`config.mk`:
```
export PLATFORM = sky130hd
export DESIGN_NAME = coreTop
export DESIGN_NICKNAME = d
export VERILOG_FILES = /design/src/logic/isaPkg.sv /design/src/logic/controlDecoder.sv /design/src/logic/regFile.sv /design/src/logic/decodeStage.sv /design/src/logic/aluUnit.sv /design/src/logic/executeStage.sv /design/src/logic/coreTop.sv
export SDC_FILE = /design/constraint.sdc
export NUM_CORES = 1
export LEC_CHECK = 0
export ABC_AREA = 1
export BUFFER_PORTS_ARGS = -buffer_cell sky130_fd_sc_hd__buf_2
export CAP_MARGIN = 20
export CELL_PAD_IN_SITES_DETAIL_PLACEMENT = 0
export CELL_PAD_IN_SITES_GLOBAL_PLACEMENT = 1
export CORE_MARGIN = 4
export CORE_UTILIZATION = 30
export CTS_CLUSTER_SIZE = 12
export DETAILED_ROUTE_END_ITERATION = 16
export GPL_TIMING_DRIVEN = 0
export PLACE_DENSITY = 0.67
export SLEW_MARGIN = 10
export SYNTH_ARGS = -nofsm -noshare
export SYNTH_HDL_FRONTEND = slang
export SYNTH_HIERARCHICAL = 1
export SYNTH_SLANG_ARGS = --single-unit
```
`constraint.sdc`:
```
create_clock -name clk -period 4.9 [get_ports clk]
set_clock_uncertainty 0.05 [all_clocks]
set_input_delay 0.245 -clock clk [delete_from_list [all_inputs] [get_ports clk]]
set_output_delay 0.245 -clock clk [all_outputs]
set_load 0.1 [all_outputs]
```
`src/logic/isaPkg.sv`:
```
`default_nettype none

package isaPkg;

   ////////////////////////////////////////////////////////////
   // Widths
   ////////////////////////////////////////////////////////////
   localparam int dataW   = 16;
   localparam int regIdxW = 3;
   localparam int opW     = 5;

   // JAL and JALR always link into r7
   localparam logic [regIdxW-1:0] linkReg = 3'd7;

   ////////////////////////////////////////////////////////////
   // Encodings
   ////////////////////////////////////////////////////////////
   // Full five-bit opcode map, instruction bits 15..11
   typedef enum logic [opW-1:0] {
      opHalt   = 5'b00000, opNop    = 5'b00001, opSiic   = 5'b00010, opRti    = 5'b00011,
      opJ      = 5'b00100, opJr     = 5'b00101, opJal    = 5'b00110, opJalr   = 5'b00111,
      opAddi   = 5'b01000, opSubi   = 5'b01001, opXori   = 5'b01010, opAndni  = 5'b01011,
      opBeqz   = 5'b01100, opBnez   = 5'b01101, opBltz   = 5'b01110, opBgez   = 5'b01111,
      opSt     = 5'b10000, opLd     = 5'b10001, opSlbi   = 5'b10010, opStu    = 5'b10011,
      opRoli   = 5'b10100, opSlli   = 5'b10101, opRori   = 5'b10110, opSrli   = 5'b10111,
      opLbi    = 5'b11000, opBtr    = 5'b11001, opRshift = 5'b11010, opRformat = 5'b11011,
      opSeq    = 5'b11100, opSlt    = 5'b11101, opSle    = 5'b11110, opSco    = 5'b11111
   } opcodeT;

   typedef enum logic [3:0] {
      aluAdd, aluXor, aluAndn, aluRol, aluSll, aluRor, aluSrl,
      aluSeq, aluSlt, aluSle, aluSco, aluPassB
   } aluOpT;

   // Operand B source, bShiftedRs is (Rs << 8) | zext(imm8) for SLBI
   typedef enum logic [1:0] {bRegRt, bImm5, bImm8, bShiftedRs} bSrcT;

   // Write-back source, link is PC+2, rev is bit-reversed Rs
   typedef enum logic [1:0] {wbAlu, wbLink, wbRev} wbSrcT;

   // Destination field, rd 4..2, rs 10..8, rt 7..5, or r7
   typedef enum logic [1:0] {dstRd, dstRs, dstRt, dstLink} dstSelT;

   typedef enum logic [2:0] {
      brNever, brEqz, brNez, brLtz, brGez, brAlways, brReg
   } brCondT;

   ////////////////////////////////////////////////////////////
   // Pipeline structs
   ////////////////////////////////////////////////////////////
   typedef struct packed {
      aluOpT  aluOp;
      logic   invA;
      logic   invB;
      logic   cin;
      bSrcT   bSrc;
      logic   zeroExt;
      wbSrcT  wbSrc;
      dstSelT dstSel;
      logic   regWrt;
      brCondT brCond;
      // J and JAL take the 11-bit displacement
      logic   longImm;
      logic   unsupported;
   } ctrlT;

   typedef struct packed {
      logic             valid;
      logic [dataW-1:0] pc;
      logic [dataW-1:0] instr;
   } instrInT;

   typedef struct packed {
      logic               valid;
      logic [dataW-1:0]   pc;
      ctrlT               ctrl;
      logic [regIdxW-1:0] rsIdx;
      logic [regIdxW-1:0] rtIdx;
      logic [regIdxW-1:0] dstIdx;
      logic [dataW-1:0]   rsData;
      logic [dataW-1:0]   rtData;
      // Immediates already extended to full width
      logic [dataW-1:0]   imm5;
      logic [dataW-1:0]   imm8;
      logic [dataW-1:0]   imm11;
   } decodedT;

   typedef struct packed {
      logic               valid;
      logic [regIdxW-1:0] regIdx;
      logic [dataW-1:0]   data;
   } wbT;

   typedef struct packed {
      logic             valid;
      logic [dataW-1:0] target;
   } redirectT;

endpackage

`default_nettype wire

```
`src/logic/controlDecoder.sv`:
```
`timescale 1ns/1ps
`default_nettype none

module controlDecoder (
   input  isaPkg::opcodeT opcode,
   input  logic [1:0]     funct,
   output isaPkg::ctrlT   ctrl
);

   // Shift group encoding shared by immediate and register forms
   function automatic isaPkg::aluOpT shiftOp(input logic [1:0] sel);
      case (sel)
         2'b00:   return isaPkg::aluRol;
         2'b01:   return isaPkg::aluSll;
         2'b10:   return isaPkg::aluRor;
         default: return isaPkg::aluSrl;
      endcase
   endfunction

   always_comb begin
      // Defaults describe a NOP
      ctrl.aluOp       = isaPkg::aluAdd;
      ctrl.invA        = 1'b0;
      ctrl.invB        = 1'b0;
      ctrl.cin         = 1'b0;
      ctrl.bSrc        = isaPkg::bRegRt;
      ctrl.zeroExt     = 1'b0;
      ctrl.wbSrc       = isaPkg::wbAlu;
      ctrl.dstSel      = isaPkg::dstRd;
      ctrl.regWrt      = 1'b0;
      ctrl.brCond      = isaPkg::brNever;
      ctrl.longImm     = 1'b0;
      ctrl.unsupported = 1'b0;

      case (opcode)
         ////////////////////////////////////////////////////////////
         // Immediate ALU group, result to bits 7..5
         ////////////////////////////////////////////////////////////
         isaPkg::opAddi, isaPkg::opSubi, isaPkg::opXori, isaPkg::opAndni: begin
            ctrl.bSrc   = isaPkg::bImm5;
            ctrl.dstSel = isaPkg::dstRt;
            ctrl.regWrt = 1'b1;
            // SUBI is imm - Rs
            if (opcode == isaPkg::opSubi) begin
               ctrl.invA = 1'b1;
               ctrl.cin  = 1'b1;
            end
            if (opcode == isaPkg::opXori) ctrl.aluOp = isaPkg::aluXor;
            if (opcode == isaPkg::opAndni) ctrl.aluOp = isaPkg::aluAndn;
            // Only the logic immediates zero-extend
            ctrl.zeroExt = (opcode == isaPkg::opXori) || (opcode == isaPkg::opAndni);
         end
         isaPkg::opRoli, isaPkg::opSlli, isaPkg::opRori, isaPkg::opSrli: begin
            ctrl.aluOp  = shiftOp(opcode[1:0]);
            ctrl.bSrc   = isaPkg::bImm5;
            ctrl.dstSel = isaPkg::dstRt;
            ctrl.regWrt = 1'b1;
         end

         ////////////////////////////////////////////////////////////
         // Register ALU group and compares, result to bits 4..2
         ////////////////////////////////////////////////////////////
         isaPkg::opRformat: begin
            ctrl.regWrt = 1'b1;
            case (funct)
               2'b00: ctrl.aluOp = isaPkg::aluAdd;
               // SUB is Rt - Rs
               2'b01: begin
                  ctrl.invA = 1'b1;
                  ctrl.cin  = 1'b1;
               end
               2'b10: ctrl.aluOp = isaPkg::aluXor;
               default: ctrl.aluOp = isaPkg::aluAndn;
            endcase
         end
         isaPkg::opRshift: begin
            ctrl.aluOp  = shiftOp(funct);
            ctrl.regWrt = 1'b1;
         end
         isaPkg::opSeq, isaPkg::opSco: begin
            ctrl.aluOp  = (opcode == isaPkg::opSeq) ? isaPkg::aluSeq : isaPkg::aluSco;
            ctrl.regWrt = 1'b1;
         end
         // Signed compares run Rs - Rt through the adder
         isaPkg::opSlt, isaPkg::opSle: begin
            ctrl.aluOp  = (opcode == isaPkg::opSlt) ? isaPkg::aluSlt : isaPkg::aluSle;
            ctrl.invB   = 1'b1;
            ctrl.cin    = 1'b1;
            ctrl.regWrt = 1'b1;
         end

         // Byte loads and bit reverse
         isaPkg::opLbi, isaPkg::opSlbi: begin
            ctrl.aluOp   = isaPkg::aluPassB;
            ctrl.bSrc    = (opcode == isaPkg::opLbi) ? isaPkg::bImm8 : isaPkg::bShiftedRs;
            ctrl.zeroExt = (opcode == isaPkg::opSlbi);
            ctrl.dstSel  = isaPkg::dstRs;
            ctrl.regWrt  = 1'b1;
         end
         isaPkg::opBtr: begin
            ctrl.wbSrc  = isaPkg::wbRev;
            ctrl.regWrt = 1'b1;
         end

         ////////////////////////////////////////////////////////////
         // Control transfer
         ////////////////////////////////////////////////////////////
         isaPkg::opBeqz, isaPkg::opBnez, isaPkg::opBltz, isaPkg::opBgez: begin
            ctrl.bSrc = isaPkg::bImm8;
            case (opcode[1:0])
               2'b00:   ctrl.brCond = isaPkg::brEqz;
               2'b01:   ctrl.brCond = isaPkg::brNez;
               2'b10:   ctrl.brCond = isaPkg::brLtz;
               default: ctrl.brCond = isaPkg::brGez;
            endcase
         end
         isaPkg::opJ, isaPkg::opJal: begin
            ctrl.longImm = 1'b1;
            ctrl.brCond  = isaPkg::brAlways;
         end
         isaPkg::opJr, isaPkg::opJalr: begin
            ctrl.bSrc   = isaPkg::bImm8;
            ctrl.brCond = isaPkg::brReg;
         end

         // Memory and exception ops have no datapath here
         isaPkg::opSt, isaPkg::opLd, isaPkg::opStu, isaPkg::opSiic, isaPkg::opRti:
            ctrl.unsupported = 1'b1;

         default: ;
      endcase

      // Linking jumps write PC+2 into r7
      if (opcode == isaPkg::opJal || opcode == isaPkg::opJalr) begin
         ctrl.wbSrc  = isaPkg::wbLink;
         ctrl.dstSel = isaPkg::dstLink;
         ctrl.regWrt = 1'b1;
      end

      // An unsupported op must never reach the write port
      assert (!(ctrl.unsupported && ctrl.regWrt));
   end

endmodule

`default_nettype wire

```
`src/logic/regFile.sv`:
```
`timescale 1ns/1ps
`default_nettype none

module regFile (
   input  logic                        clk,
   input  logic                        rstN,
   input  logic [isaPkg::regIdxW-1:0]  rdIdxA,
   input  logic [isaPkg::regIdxW-1:0]  rdIdxB,
   output logic [isaPkg::dataW-1:0]    rdDataA,
   output logic [isaPkg::dataW-1:0]    rdDataB,
   input  isaPkg::wbT                  wr
);

   logic [isaPkg::dataW-1:0] regs [8];

   // All eight registers read zero out of reset
   always_ff @(posedge clk or negedge rstN) begin
      if (!rstN) begin
         regs <= '{default: '0};
      end else if (wr.valid) begin
         regs[wr.regIdx] <= wr.data;
      end
   end

   // Plain asynchronous reads
   // Same-cycle results are forwarded in execute
   assign rdDataA = regs[rdIdxA];
   assign rdDataB = regs[rdIdxB];

   // A valid write coming from execute must name a known register
   wrIdxKnown: assert property (@(posedge clk) disable iff (!rstN)
      wr.valid |-> !$isunknown(wr.regIdx));

endmodule

`default_nettype wire

```
`src/logic/decodeStage.sv`:
```
`timescale 1ns/1ps
`default_nettype none

module decodeStage (
   input  logic                        clk,
   input  logic                        rstN,
   input  isaPkg::instrInT             instrIn,
   output logic [isaPkg::regIdxW-1:0]  rdIdxA,
   output logic [isaPkg::regIdxW-1:0]  rdIdxB,
   input  logic [isaPkg::dataW-1:0]    rdDataA,
   input  logic [isaPkg::dataW-1:0]    rdDataB,
   output isaPkg::decodedT             decoded
);

   logic [isaPkg::dataW-1:0]   instr;
   isaPkg::opcodeT             opcode;
   isaPkg::ctrlT               ctrl;
   logic [isaPkg::dataW-1:0]   imm5Ext;
   logic [isaPkg::dataW-1:0]   imm8Ext;
   logic [isaPkg::dataW-1:0]   imm11Ext;
   logic [isaPkg::regIdxW-1:0] dstIdx;
   isaPkg::decodedT            slotQ;

   assign instr  = instrIn.instr;
   assign opcode = isaPkg::opcodeT'(instr[15:11]);

   controlDecoder uCtrl (
      .opcode (opcode),
      .funct  (instr[1:0]),
      .ctrl   (ctrl)
   );

   ////////////////////////////////////////////////////////////
   // Immediate extension
   ////////////////////////////////////////////////////////////
   assign imm5Ext  = ctrl.zeroExt ? {11'h000, instr[4:0]} : {{11{instr[4]}}, instr[4:0]};
   assign imm8Ext  = ctrl.zeroExt ? {8'h00, instr[7:0]}   : {{8{instr[7]}}, instr[7:0]};
   // Jump displacement is always signed
   assign imm11Ext = {{5{instr[10]}}, instr[10:0]};

   // Pick the destination field for this format
   always_comb begin
      case (ctrl.dstSel)
         isaPkg::dstRd: dstIdx = instr[4:2];
         isaPkg::dstRs: dstIdx = instr[10:8];
         isaPkg::dstRt: dstIdx = instr[7:5];
         default:       dstIdx = isaPkg::linkReg;
      endcase
   end

   ////////////////////////////////////////////////////////////
   // Decode register
   ////////////////////////////////////////////////////////////
   always_ff @(posedge clk or negedge rstN) begin
      if (!rstN) begin
         slotQ <= '0;
      end else begin
         // Bubbles advance as invalid slots
         slotQ.valid  <= instrIn.valid;
         slotQ.pc     <= instrIn.pc;
         slotQ.ctrl   <= ctrl;
         slotQ.rsIdx  <= instr[10:8];
         slotQ.rtIdx  <= instr[7:5];
         slotQ.dstIdx <= dstIdx;
         // Operand data is filled from the register file on the way out
         slotQ.rsData <= '0;
         slotQ.rtData <= '0;
         slotQ.imm5   <= imm5Ext;
         slotQ.imm8   <= imm8Ext;
         slotQ.imm11  <= imm11Ext;
      end
   end

   // Read with the registered indexes
   // A result retired at this edge is then already in the file
   assign rdIdxA = slotQ.rsIdx;
   assign rdIdxB = slotQ.rtIdx;

   always_comb begin
      decoded        = slotQ;
      decoded.rsData = rdDataA;
      decoded.rtData = rdDataB;
   end

endmodule

`default_nettype wire

```
`src/logic/aluUnit.sv`:
```
`timescale 1ns/1ps
`default_nettype none

module aluUnit (
   input  isaPkg::aluOpT               op,
   input  logic [isaPkg::dataW-1:0]    a,
   input  logic [isaPkg::dataW-1:0]    b,
   input  logic                        invA,
   input  logic                        invB,
   input  logic                        cin,
   output logic [isaPkg::dataW-1:0]    result
);

   logic [isaPkg::dataW-1:0]   opA;
   logic [isaPkg::dataW-1:0]   opB;
   logic [isaPkg::dataW-1:0]   sum;
   logic                       carry;
   logic                       overflow;
   logic                       lessThan;
   logic                       equal;
   logic [3:0]                 shamt;
   logic [2*isaPkg::dataW-1:0] rolWide;
   logic [2*isaPkg::dataW-1:0] rorWide;

   ////////////////////////////////////////////////////////////
   // Adder with optional inversion
   ////////////////////////////////////////////////////////////
   assign opA = invA ? ~a : a;
   assign opB = invB ? ~b : b;
   assign {carry, sum} = {1'b0, opA} + {1'b0, opB} + {16'h0000, cin};

   // Signed overflow from operand and sum signs
   assign overflow = (opA[15] == opB[15]) && (sum[15] != opA[15]);
   // With B inverted the sum is a - b
   assign lessThan = sum[15] ^ overflow;
   assign equal    = (a == b);

   ////////////////////////////////////////////////////////////
   // Shifter
   ////////////////////////////////////////////////////////////
   // Only the low four bits of B count
   assign shamt   = b[3:0];
   // Rotates shift a doubled copy of A
   assign rolWide = {a, a} << shamt;
   assign rorWide = {a, a} >> shamt;

   always_comb begin
      case (op)
         isaPkg::aluAdd:   result = sum;
         isaPkg::aluXor:   result = a ^ b;
         isaPkg::aluAndn:  result = a & ~b;
         isaPkg::aluRol:   result = rolWide[31:16];
         isaPkg::aluSll:   result = a << shamt;
         isaPkg::aluRor:   result = rorWide[15:0];
         isaPkg::aluSrl:   result = a >> shamt;
         // Compares return 0 or 1
         isaPkg::aluSeq:   result = {15'h0000, equal};
         isaPkg::aluSlt:   result = {15'h0000, lessThan};
         isaPkg::aluSle:   result = {15'h0000, lessThan | equal};
         isaPkg::aluSco:   result = {15'h0000, carry};
         isaPkg::aluPassB: result = b;
         default:          result = sum;
      endcase
   end

endmodule

`default_nettype wire

```
`src/logic/executeStage.sv`:
```
`timescale 1ns/1ps
`default_nettype none

module executeStage (
   input  logic             clk,
   input  logic             rstN,
   input  isaPkg::decodedT  decoded,
   output isaPkg::wbT       wbOut,
   output isaPkg::redirectT redirectOut,
   output logic             unsupportedOut
);

   isaPkg::ctrlT             ctrl;
   logic [isaPkg::dataW-1:0] rsVal;
   logic [isaPkg::dataW-1:0] rtVal;
   logic [isaPkg::dataW-1:0] bOperand;
   logic [isaPkg::dataW-1:0] aluResult;
   logic [isaPkg::dataW-1:0] revRs;
   logic [isaPkg::dataW-1:0] linkAddr;
   logic [isaPkg::dataW-1:0] wbData;
   logic                     taken;

   assign ctrl = decoded.ctrl;

   ////////////////////////////////////////////////////////////
   // Operand forwarding and B select
   ////////////////////////////////////////////////////////////
   // Previous result overrides a stale register read
   assign rsVal = (wbOut.valid && wbOut.regIdx == decoded.rsIdx) ? wbOut.data : decoded.rsData;
   assign rtVal = (wbOut.valid && wbOut.regIdx == decoded.rtIdx) ? wbOut.data : decoded.rtData;

   always_comb begin
      case (ctrl.bSrc)
         isaPkg::bRegRt: bOperand = rtVal;
         isaPkg::bImm5:  bOperand = decoded.imm5;
         isaPkg::bImm8:  bOperand = decoded.imm8;
         // SLBI, imm8 arrives zero-extended
         default:        bOperand = {rsVal[7:0], 8'h00} | decoded.imm8;
      endcase
   end

   aluUnit uAlu (
      .op     (ctrl.aluOp),
      .a      (rsVal),
      .b      (bOperand),
      .invA   (ctrl.invA),
      .invB   (ctrl.invB),
      .cin    (ctrl.cin),
      .result (aluResult)
   );

   assign revRs    = {<<{rsVal}};
   assign linkAddr = decoded.pc + 16'd2;

   always_comb begin
      case (ctrl.wbSrc)
         isaPkg::wbLink: wbData = linkAddr;
         isaPkg::wbRev:  wbData = revRs;
         default:        wbData = aluResult;
      endcase
   end

   ////////////////////////////////////////////////////////////
   // Branch resolution
   ////////////////////////////////////////////////////////////
   always_comb begin
      case (ctrl.brCond)
         isaPkg::brEqz:    taken = (rsVal == '0);
         isaPkg::brNez:    taken = (rsVal != '0);
         isaPkg::brLtz:    taken = rsVal[15];
         isaPkg::brGez:    taken = !rsVal[15];
         isaPkg::brAlways,
         isaPkg::brReg:    taken = 1'b1;
         default:          taken = 1'b0;
      endcase
   end

   // JR and JALR are Rs-relative, the rest are PC+2 relative
   assign redirectOut.valid  = decoded.valid && taken;
   assign redirectOut.target = (ctrl.brCond == isaPkg::brReg) ? rsVal + decoded.imm8 :
                               linkAddr + (ctrl.longImm ? decoded.imm11 : decoded.imm8);
   assign unsupportedOut     = decoded.valid && ctrl.unsupported;

   // Write-back register, also feeds the register file write port
   always_ff @(posedge clk or negedge rstN) begin
      if (!rstN) begin
         wbOut <= '0;
      end else begin
         wbOut.valid  <= decoded.valid && ctrl.regWrt;
         wbOut.regIdx <= decoded.dstIdx;
         wbOut.data   <= wbData;
      end
   end

   // The decoder keeps control transfers and unsupported ops apart
   noRedirectOnUnsup: assert property (@(posedge clk) disable iff (!rstN)
      !(redirectOut.valid && unsupportedOut));

endmodule

`default_nettype wire

```
`src/logic/coreTop.sv`:
```
`timescale 1ns/1ps
`default_nettype none

module coreTop (
   input  logic             clk,
   input  logic             rstN,
   input  isaPkg::instrInT  instrIn,
   output isaPkg::wbT       wbOut,
   output isaPkg::redirectT redirectOut,
   output logic             unsupportedOut
);

   logic [isaPkg::regIdxW-1:0] rdIdxA;
   logic [isaPkg::regIdxW-1:0] rdIdxB;
   logic [isaPkg::dataW-1:0]   rdDataA;
   logic [isaPkg::dataW-1:0]   rdDataB;
   isaPkg::decodedT            decoded;

   ////////////////////////////////////////////////////////////
   // Decode, register file, execute
   ////////////////////////////////////////////////////////////
   decodeStage uDecode (
      .clk     (clk),
      .rstN    (rstN),
      .instrIn (instrIn),
      .rdIdxA  (rdIdxA),
      .rdIdxB  (rdIdxB),
      .rdDataA (rdDataA),
      .rdDataB (rdDataB),
      .decoded (decoded)
   );

   // Written straight from the registered write-back
   regFile uRegs (
      .clk     (clk),
      .rstN    (rstN),
      .rdIdxA  (rdIdxA),
      .rdIdxB  (rdIdxB),
      .rdDataA (rdDataA),
      .rdDataB (rdDataB),
      .wr      (wbOut)
   );

   executeStage uExec (
      .clk            (clk),
      .rstN           (rstN),
      .decoded        (decoded),
      .wbOut          (wbOut),
      .redirectOut    (redirectOut),
      .unsupportedOut (unsupportedOut)
   );

endmodule

`default_nettype wire

```
## Yosys cells after proc, flatten, opt, wreduce, memory -nomap -nowiden

Cells that the tools add are included.

| word-level totals | value |
|---|---|
| register bits after elaboration | 234 |
| input port bits | 35 |
| output and inout bits | 38 |
| word-level logic and storage cells | 190 |

| cells by class | value |
|---|---|
| add/subtract/negate cells | 5 |
| order comparisons | 4 |
| equal/unequal tests | 62 |
| shift operators | 4 |
| muxes and demuxes | 46 |
| bitwise gates (word level) | 10 |
| reductions and logical operators | 30 |

Operator list:

| operator | count |
|---|---|
| two-way mux 16 bit | 13 |
| case mux 16 bit (11 select lines) | 1 |
| bitwise mux 128 bit | 1 |
| binary-select mux 16 bit (select 3 bit) | 2 |
| equality test 5 bit, second input constant | 16 |
| demux 16 bit (select 3 bit) | 1 |
| case mux 16 bit (3 select lines) | 1 |
| case mux 3 bit (3 select lines) | 5 |
| equality test 5 x 4 -> 1 bit, second input constant | 8 |
| adder 16 bit | 2 |
| NOT 16 bit | 2 |
| case mux 16 bit (2 select lines) | 1 |
| left shift 32 x 4 -> 32 bit | 1 |
| >> shifter 32 x 4 -> 16 bit | 1 |
| case mux 4 bit (7 select lines) | 1 |
| equality test 5 x 3 -> 1 bit, second input constant | 4 |
| adder 16 x 16 -> 17 bit | 1 |
| adder 17 x 1 -> 17 bit | 1 |
| OR reduction 17 bit | 1 |
| adder 16 x 2 -> 16 bit, second input constant | 1 |
| bitwise AND 16 bit | 1 |
| equality test 16 bit | 1 |
| equality test 4 x 3 -> 1 bit, second input constant | 4 |
| equality test 4 bit, second input constant | 4 |
| other kinds (40) | 87 |

## Longest topological paths before layout

Gate-level depths: netlist (run 1).

| depth | value |
|---|---|
| depth after elaboration | 17 |
| gate-level depth with buffers | 33 |
| gate-level depth less buffers | 28 |

## Modules after synthesis

Netlist (run 1), hierarchy kept.

Modules (own cells, without submodules):

| module | times used | cells an instance | area each (µm²) | sequential area each (µm²) |
|---|---|---|---|---|
| regFile | 1 | 1165 | 7489.7 | 3203.1 |
| executeStage | 1 | 717 | 4055.1 | 500.5 |
| aluUnit | 1 | 745 | 3858.7 | 0.0 |
| decodeStage | 1 | 150 | 2000.7 | 1326.3 |
| controlDecoder | 1 | 121 | 654.4 | 0.0 |

## Worst setup path before layout (run 1)

OpenSTA, ideal clock, no wires.

| path | value |
|---|---|
| path kind | flip-flop to output port |
| from | register uExec/wbOut[17] (netlist name) |
| to | output port redirectOut[15] in the netlist's numbering |
| arrival time | 5.203 ns |
| data required time | 4.605 ns |
| setup slack | -0.598 ns |
| stages on the path, launching flop included | 19 |
| buffers on the path | 1 |
| cell sequence | dfrtp_1 inv_1 nand2_1 nand2_1 nor2_4 buf_2 nand3_1 nand2_1 ha_1 nand3_1 nand2_1 inv_1 o21ai_1 inv_1 o21ai_1 a21oi_1 nand2_1 nand2_1 o21ai_0 |

RTL lines:

| element | line | RTL |
|---|---|---|
| to (decl) | coreTop.sv:9 | `output isaPkg::redirectT redirectOut,` |

==> results of run 1 <==
[registers in the layout (all words and copies together), names as in the netlist]
| name | flops |
|---|---|
| uRegs/regs | 128 |
| uDecode/decoded | 50 |
| uExec/wbOut | 20 |
[where the power goes]
part	total, mW	switching, mW	internal, mW
Combinational	6.01	4.29	1.72
Sequential	2.64	0.446	2.19
Clock	1.47	0.782	0.689
[stage by stage]
stage               util, %  power, mW
floorplan                 -       6.64
global placement       32.7       8.45
detailed placement     32.7       8.48
CTS                    34.5       10.1
global route           34.7       10.9
finish                 34.7       10.1
[how the worst max path moves through the flow]
stage                                 to  slack (ns)  depth (start not counted)
5_1_grt        uExec/wbOut[12]$_DFF_PN0_       0.004                         27
3_3_place_gp    uExec/wbOut[0]$_DFF_PN0_       -0.82                         30
2_1_floorplan            redirectOut[15]        0.16                         18
6_report       uExec/wbOut[12]$_DFF_PN0_        0.12                         27
3_5_place_dp    uExec/wbOut[0]$_DFF_PN0_       -0.77                         30
4_1_cts         uExec/wbOut[0]$_DFF_PN0_        0.01                         28
[metal layers]
layer  vias to the layer above  wire (µm)  global-route usage [%]
li1                       9422          -                       -
met1                      8987      33800                    30.5
met2                       615      35300                    39.1
met3                       102       3950                    3.71
met4                         0       2590                    8.35
met5                         -          0                       0
[what timing repair did]
action | in CTS | in global routing
endpoints found under the setup margin | 26 | 21
gates resized for setup | 55 | 65
endpoints found under the hold margin | 135 | 0
setup buffers | 0 | 2
pin swaps | 0 | 4
hold buffers | 30 | 0
[worst max-delay path: stages (launching register included)]
cell and delay (ns):
dfrtp_2 0.45, buf_4 0.14, buf_2 0.17, inv_2 0.16
buf_6 0.19, nand3_1 0.13, nand2_1 0.08, nand2_1 0.09
nand2_1 0.14, buf_4 0.12, nor2_1 0.04, o21ai_1 0.12
nand2_1 0.07, o21ai_2 0.15, buf_12 0.21, xnor2_1 0.11
fa_1 0.41, fa_1 0.43, o21ai_2 0.22, nand3_1 0.10
nand2_1 0.15, nand2_1 0.13, o21bai_2 0.18, a21oi_1 0.08
o21ai_0 0.15, nand2_1 0.11, nor2_1 0.18, a31oi_1 0.06
[placed cells by master, fill, tap and decap left out, types with 77 or more instances in the layout]
| cell | n |
|---|---|
| nand2_1 | 1014 |
| inv_1 | 317 |
| nand3_1 | 293 |
| o21ai_0 | 229 |
| dfrtp_1 | 195 |
| nor2_1 | 134 |
| buf_2 | 105 |
| buf_4 | 98 |
| a21oi_1 | 91 |
| ha_1 | 77 |
[area by class of cell]
cell class | count | area [µm²]
fillers | 6572 | 38600
multi-input cells | 2147 | 10700
flip-flops and latches | 198 | 4960
plain buffers | 204 | 1310
inverters | 341 | 1290
well taps | 773 | 967
repair buffers | 105 | 744
clock buffers | 17 | 425
clock inverters | 15 | 174
==> run_results.csv, run 1 <==
group,metric,value,unit
timing,timing.final.max_slew_violations,0,
timing,finalSetupViolations,0,
critical_path,worst_setup_path_end_kind,"flop",
layout,num_antenna_cells,0,
placement,detailedPlacementHpwl,61.9,mm
worst_hold_path,worstHoldPathCells,3,
pwr,cellLeakagePower,10.9,nW
drt,routed_wl,75.6,mm
timing,finalWorstPathRequiredPeriod,4.78,ns
timing,rsz0062_at_grt,"no",
drt,dr_total_vias,19126,
drt,drt-initial-drc-count,1559,
clock_network,clk_latency,0.51,ns
worst_hold_path,hold_start,"instrIn[14]",
critical_path,r2r_cells,27,
critical_path,startpoint_class_of_the_critical_path,"flop",
placement,placed_area,19400,µm²
worst_hold_path,min_to,"uDecode/decoded[89]$_DFF_PN0_",
timing,final.hold.worst_slack,0.0735,ns
floorplan,die-height,253,µm
global_routing,grt_first_pass_wirelength,113,mm
placement,gpl.final_weighted_congestion,0.945,
floorplan,num_io_pins,73,
layout,layout.cell_area.non_filler,20500,µm²
floorplan,die_area,63900,µm²
critical_path,r2r_setup_slack,0.12,ns
clock_network,cts-root-to-sink-buffers,2,
clock_network,cts_tree,"built",
drt,residual_drc_count,0,
timing,tightest_slew,0.935,ns
critical_path,critPathMaxFanout,17,
clock_network,cts_root_buffer,"clkbuf_16",
floorplan,floorplan.die.width,253,µm
critical_path,criticalPathCategory,"reg -> reg",
synth,post_synth.cell_area_avg,6.21,µm²
clock_network,clk_pin_slew_worst_paths,0.08,ns
run,cap_viol_max_count,0,
global_routing,grtUsageTotal,23.3,%
critical_path,worst_ep_required_time,5.20,ns
global_routing,first_global_vias,18272,
drt,drt_pre_antenna_iters,8,
global_routing,grt_remaining_overflow,0,
critical_path,worstReg2RegStart,"uDecode/decoded[6]$_DFF_PN0_",
synth,synthesis.area,18000,µm²
pwr,ir_worst_vdd,0.000307,V
timing,final_critical_path_setup_slack,0.119,ns
placement,number_of_input_and_output_port_buffers_inserted,71,
clock_network,cts_max_level,4,
layout,drive_gt1_share,12.5,%
global_routing,largest_net_degree_at_the_start_of_global_routing,102,
timing,timing.fmax,0.209,GHz
synth,syn-instance-count,2895,
layout,final_nets,3131,
floorplan,core-area,59100,µm²
timing,final.period_utilization,97.6,%
run_status,run_status,"completed",
placement,post-place-cells,3741,
synth,synthesis.nets,3012,
critical_path,worst_setup_startpoint,"uDecode/decoded[6]$_DFF_PN0_",
clock_network,cts_sinks,198,
floorplan,core.rowCount,89,
clock_network,numCtsBuffers,17,
timing,max_slew_margin,37.0,%
drt,route.detailed.wl_per_inst,19.9,µm
global_routing,grt_antenna_before_repair,0,
timing,final.setup.tns,0,ns
critical_path,arrival,5.08,ns
critical_path,end_of_the_worst_register_to_register_path,"uExec/wbOut[12]$_DFF_PN0_",
drt,number_of_antenna_violating_nets_in_the_routed_design,0,
placement,dp_slack,-0.769,ns
layout,finish.cell_count_without_fillers,3800,
worst_hold_path,hold_path_class,"in -> reg",
timing,hold_violations,0,
synth,ys_warn_count,6,
layout,layout-area-overhead-vs-synth,14.2,%
pwr,power.density_cell_area,493,nW/µm²
drt,routed_via_density,5.03,
floorplan,initial_standard_cell_utilization_of_the_core,30.4,%
(Power assumes the default switching activity.)
==> inputs of run 2 (changes only) <==
==> constraint.sdc (replaced) <==
create_clock -name clk -period 5.6 [get_ports clk]
set_clock_uncertainty 0.05 [all_clocks]
set_input_delay 0.28 -clock clk [delete_from_list [all_inputs] [get_ports clk]]
set_output_delay 0.28 -clock clk [all_outputs]
set_load 0.1 [all_outputs]
==> run 2 against run 1 <==
Net effect: first-iteration DRC count rose by 0.51%; non-clock buffer count rose by 2; die area did not move; sequential share of layout area rose by 0.26 points; total power fell by 13%; highest routed layer unchanged.
==> run_results.csv, run 2 (synthesized netlist as in run 1, its figures left out) <==
group,metric,value,unit
layout,finish.cell_count_without_fillers,3802,
layout,most-common-layout-cells,"nand2_1 (1017), inv_1 (319), nand3_1 (293)",
floorplan,num_io_pins,73,
clock_network,numCtsBuffers,17,
layout,largest_register,"uRegs/regs",
floorplan,initial_standard_cell_utilization_of_the_core,30.4,%
floorplan,floorplan.die.width,253,µm
clock_network,cts_sinks,198,
timing,finalSetupViolations,0,
clock_network,clk_pin_slew_worst_paths,0.08,ns
timing,finalWorstPathRequiredPeriod,5.29,ns
drt,m1WireLength,33.8,mm
floorplan,die_area,63900,µm²
timing,rsz0062_at_grt,"no",
layout,layout-area-overhead-vs-synth,12.9,%
placement,gpl.final_weighted_congestion,0.971,
clock_network,postCtsSetupBuffers,0,
drt,drt-initial-drc-count,1567,
run,cap_viol_max_count,0,
clock_network,cts-root-to-sink-buffers,2,
timing,final.setup.tns,0,ns
critical_path,worst_setup_startpoint,"uDecode/decoded[10]$_DFF_PN0_",
floorplan,die-height,253,µm
placement,post-place-cells,3741,
pwr,ir_worst_vdd,0.000299,V
worst_hold_path,hold_path_class,"in -> reg",
clock_network,cts_root_buffer,"clkbuf_16",
drt,routed_wl,75.2,mm
floorplan,core.rowCount,89,
critical_path,crit_top_cell,"nand2_1",
drt,drt_pre_antenna_iters,6,
global_routing,first_global_vias,18395,
critical_path,worst_ep_required_time,5.92,ns
drt,number_of_antenna_violating_nets_in_the_routed_design,0,
timing,final.period_utilization,94.5,%
critical_path,timing.critical_path.slowest_cell_delay,0.64,ns
pwr,cellLeakagePower,10.8,nW
critical_path,criticalPathCategory,"reg -> reg",
global_routing,grt_first_pass_wirelength,114,mm
layout,flip_flop_count_of_the_largest_register_all_copies_and_words_added,128,
drt,detailroute.wirelength.met2,34.8,mm
drt,dr_wl_met3,3.65,mm
critical_path,arrival,5.61,ns
global_routing,largest_net_degree_at_the_start_of_global_routing,102,
clock_network,clk_latency,0.49,ns
run_status,run_status,"completed",
drt,dr_total_vias,19148,
global_routing,grt_remaining_overflow,0,
pwr,total_power_after_layout,8.83,mW
critical_path,worstReg2RegStart,"uDecode/decoded[10]$_DFF_PN0_",
clock_network,cts_max_level,4,
layout,drive_gt1_share,11.5,%
timing,timing.fmax,0.189,GHz
timing,hold_violations,0,
drt,routed_via_density,5.04,
timing,max_slew_margin,40.2,%
timing,timing.final.max_slew_violations,0,
critical_path,critPathMaxFanout,10,
layout,num_antenna_cells,0,
timing,final.hold.worst_slack,0.114,ns
pwr,power.density_cell_area,435,nW/µm²
placement,dp_slack,-0.0242,ns
placement,number_of_input_and_output_port_buffers_inserted,71,
critical_path,worst_setup_path_end_kind,"flop",
clock_network,cts_tree,"built",
global_routing,grt_antenna_before_repair,0,
worst_hold_path,hold_start,"instrIn[13]",
critical_path,highest_delay_cell_along_the_critical_path,"dfrtp_1",
drt,route.detailed.wl_per_inst,19.8,µm
layout,final_nets,3133,
placement,detailedPlacementHpwl,61.6,mm
timing,final_critical_path_setup_slack,0.309,ns
drt,residual_drc_count,0,
critical_path,startpoint_class_of_the_critical_path,"flop",
drt,top_layer_used,"met4",
floorplan,core-area,59100,µm²
global_routing,grtUsageTotal,23.4,%
timing,tightest_slew,0.887,ns
layout,leading_cell_type_in_the_layout_fill_and_taps_excluded,"nand2_1",
## run 2: repair_timing
item	4_1_cts	5_1_grt
hold buffers	30	0
endpoints found under the hold margin	130	0
pin swaps	0	0
endpoints found under the setup margin	9	16
resized for setup	6	18
## run 2: path summary, 6_finish.rpt
kind | end | slack, ns | cells after the start
max | uExec/wbOut[0]$_DFF_PN0_ | 0.31 | 28
min | uDecode/decoded[89]$_DFF_PN0_ | 0.11 | 3
max reg2reg | uExec/wbOut[0]$_DFF_PN0_ | 0.31 | 28
min reg2reg | uExec/wbOut[17]$_DFF_PN0_ | 0.31 | 0
max in group asynchronous | uDecode/decoded[97]$_DFF_PN0_ | 4.08 | 3
min in group asynchronous | uRegs/regs[98]$_DFFE_PN0P_ | 0.36 | 2
## run 2: layer usage
| layer | vias to the layer above | track usage [%] |
|---|---|---|
| met4 | 0 | 8.84 |
| met1 | 8992 | 31.0 |
| met5 | - | 0 |
| met3 | 122 | 2.68 |
| met2 | 604 | 39.3 |
| li1 | 9430 | - |
## run 2: area by class of cell
type / count / area [µm²]
inverter: 341 / 1280
buffer: 208 / 1230
tap: 773 / 967
fill: 6536 / 38800
clock inverter: 15 / 186
clock buffer: 17 / 425
multi-input combinational: 2147 / 10500
sequential: 198 / 4950
timing repair buffer: 103 / 703
## run 2: worst max-delay path, delay by kind of cell (launching register included)
kind	cells	cell delay (ns)
AND/OR/NAND/NOR	16	1.94
adder cells (fa/ha/maj)	1	0.41
AO/OA/AOI/OAI	3	0.78
XOR/XNOR	1	0.28
buffers and inverters	7	1.02
flip-flops	1	0.64
## run 2: metrics by stage
step                area, µm²  utilization [%]
finish                  20300             34.3
global route            20300             34.3
CTS                     20300             34.3
detailed placement      19400             32.7
global placement        19300             32.6
floorplan               18000                -
## run 2: report_power, final
part           switching, mW  internal (mW)  total, mW
combinational           3.73           1.46       5.19
sequential             0.396           1.92       2.31
clock                  0.649          0.676       1.33
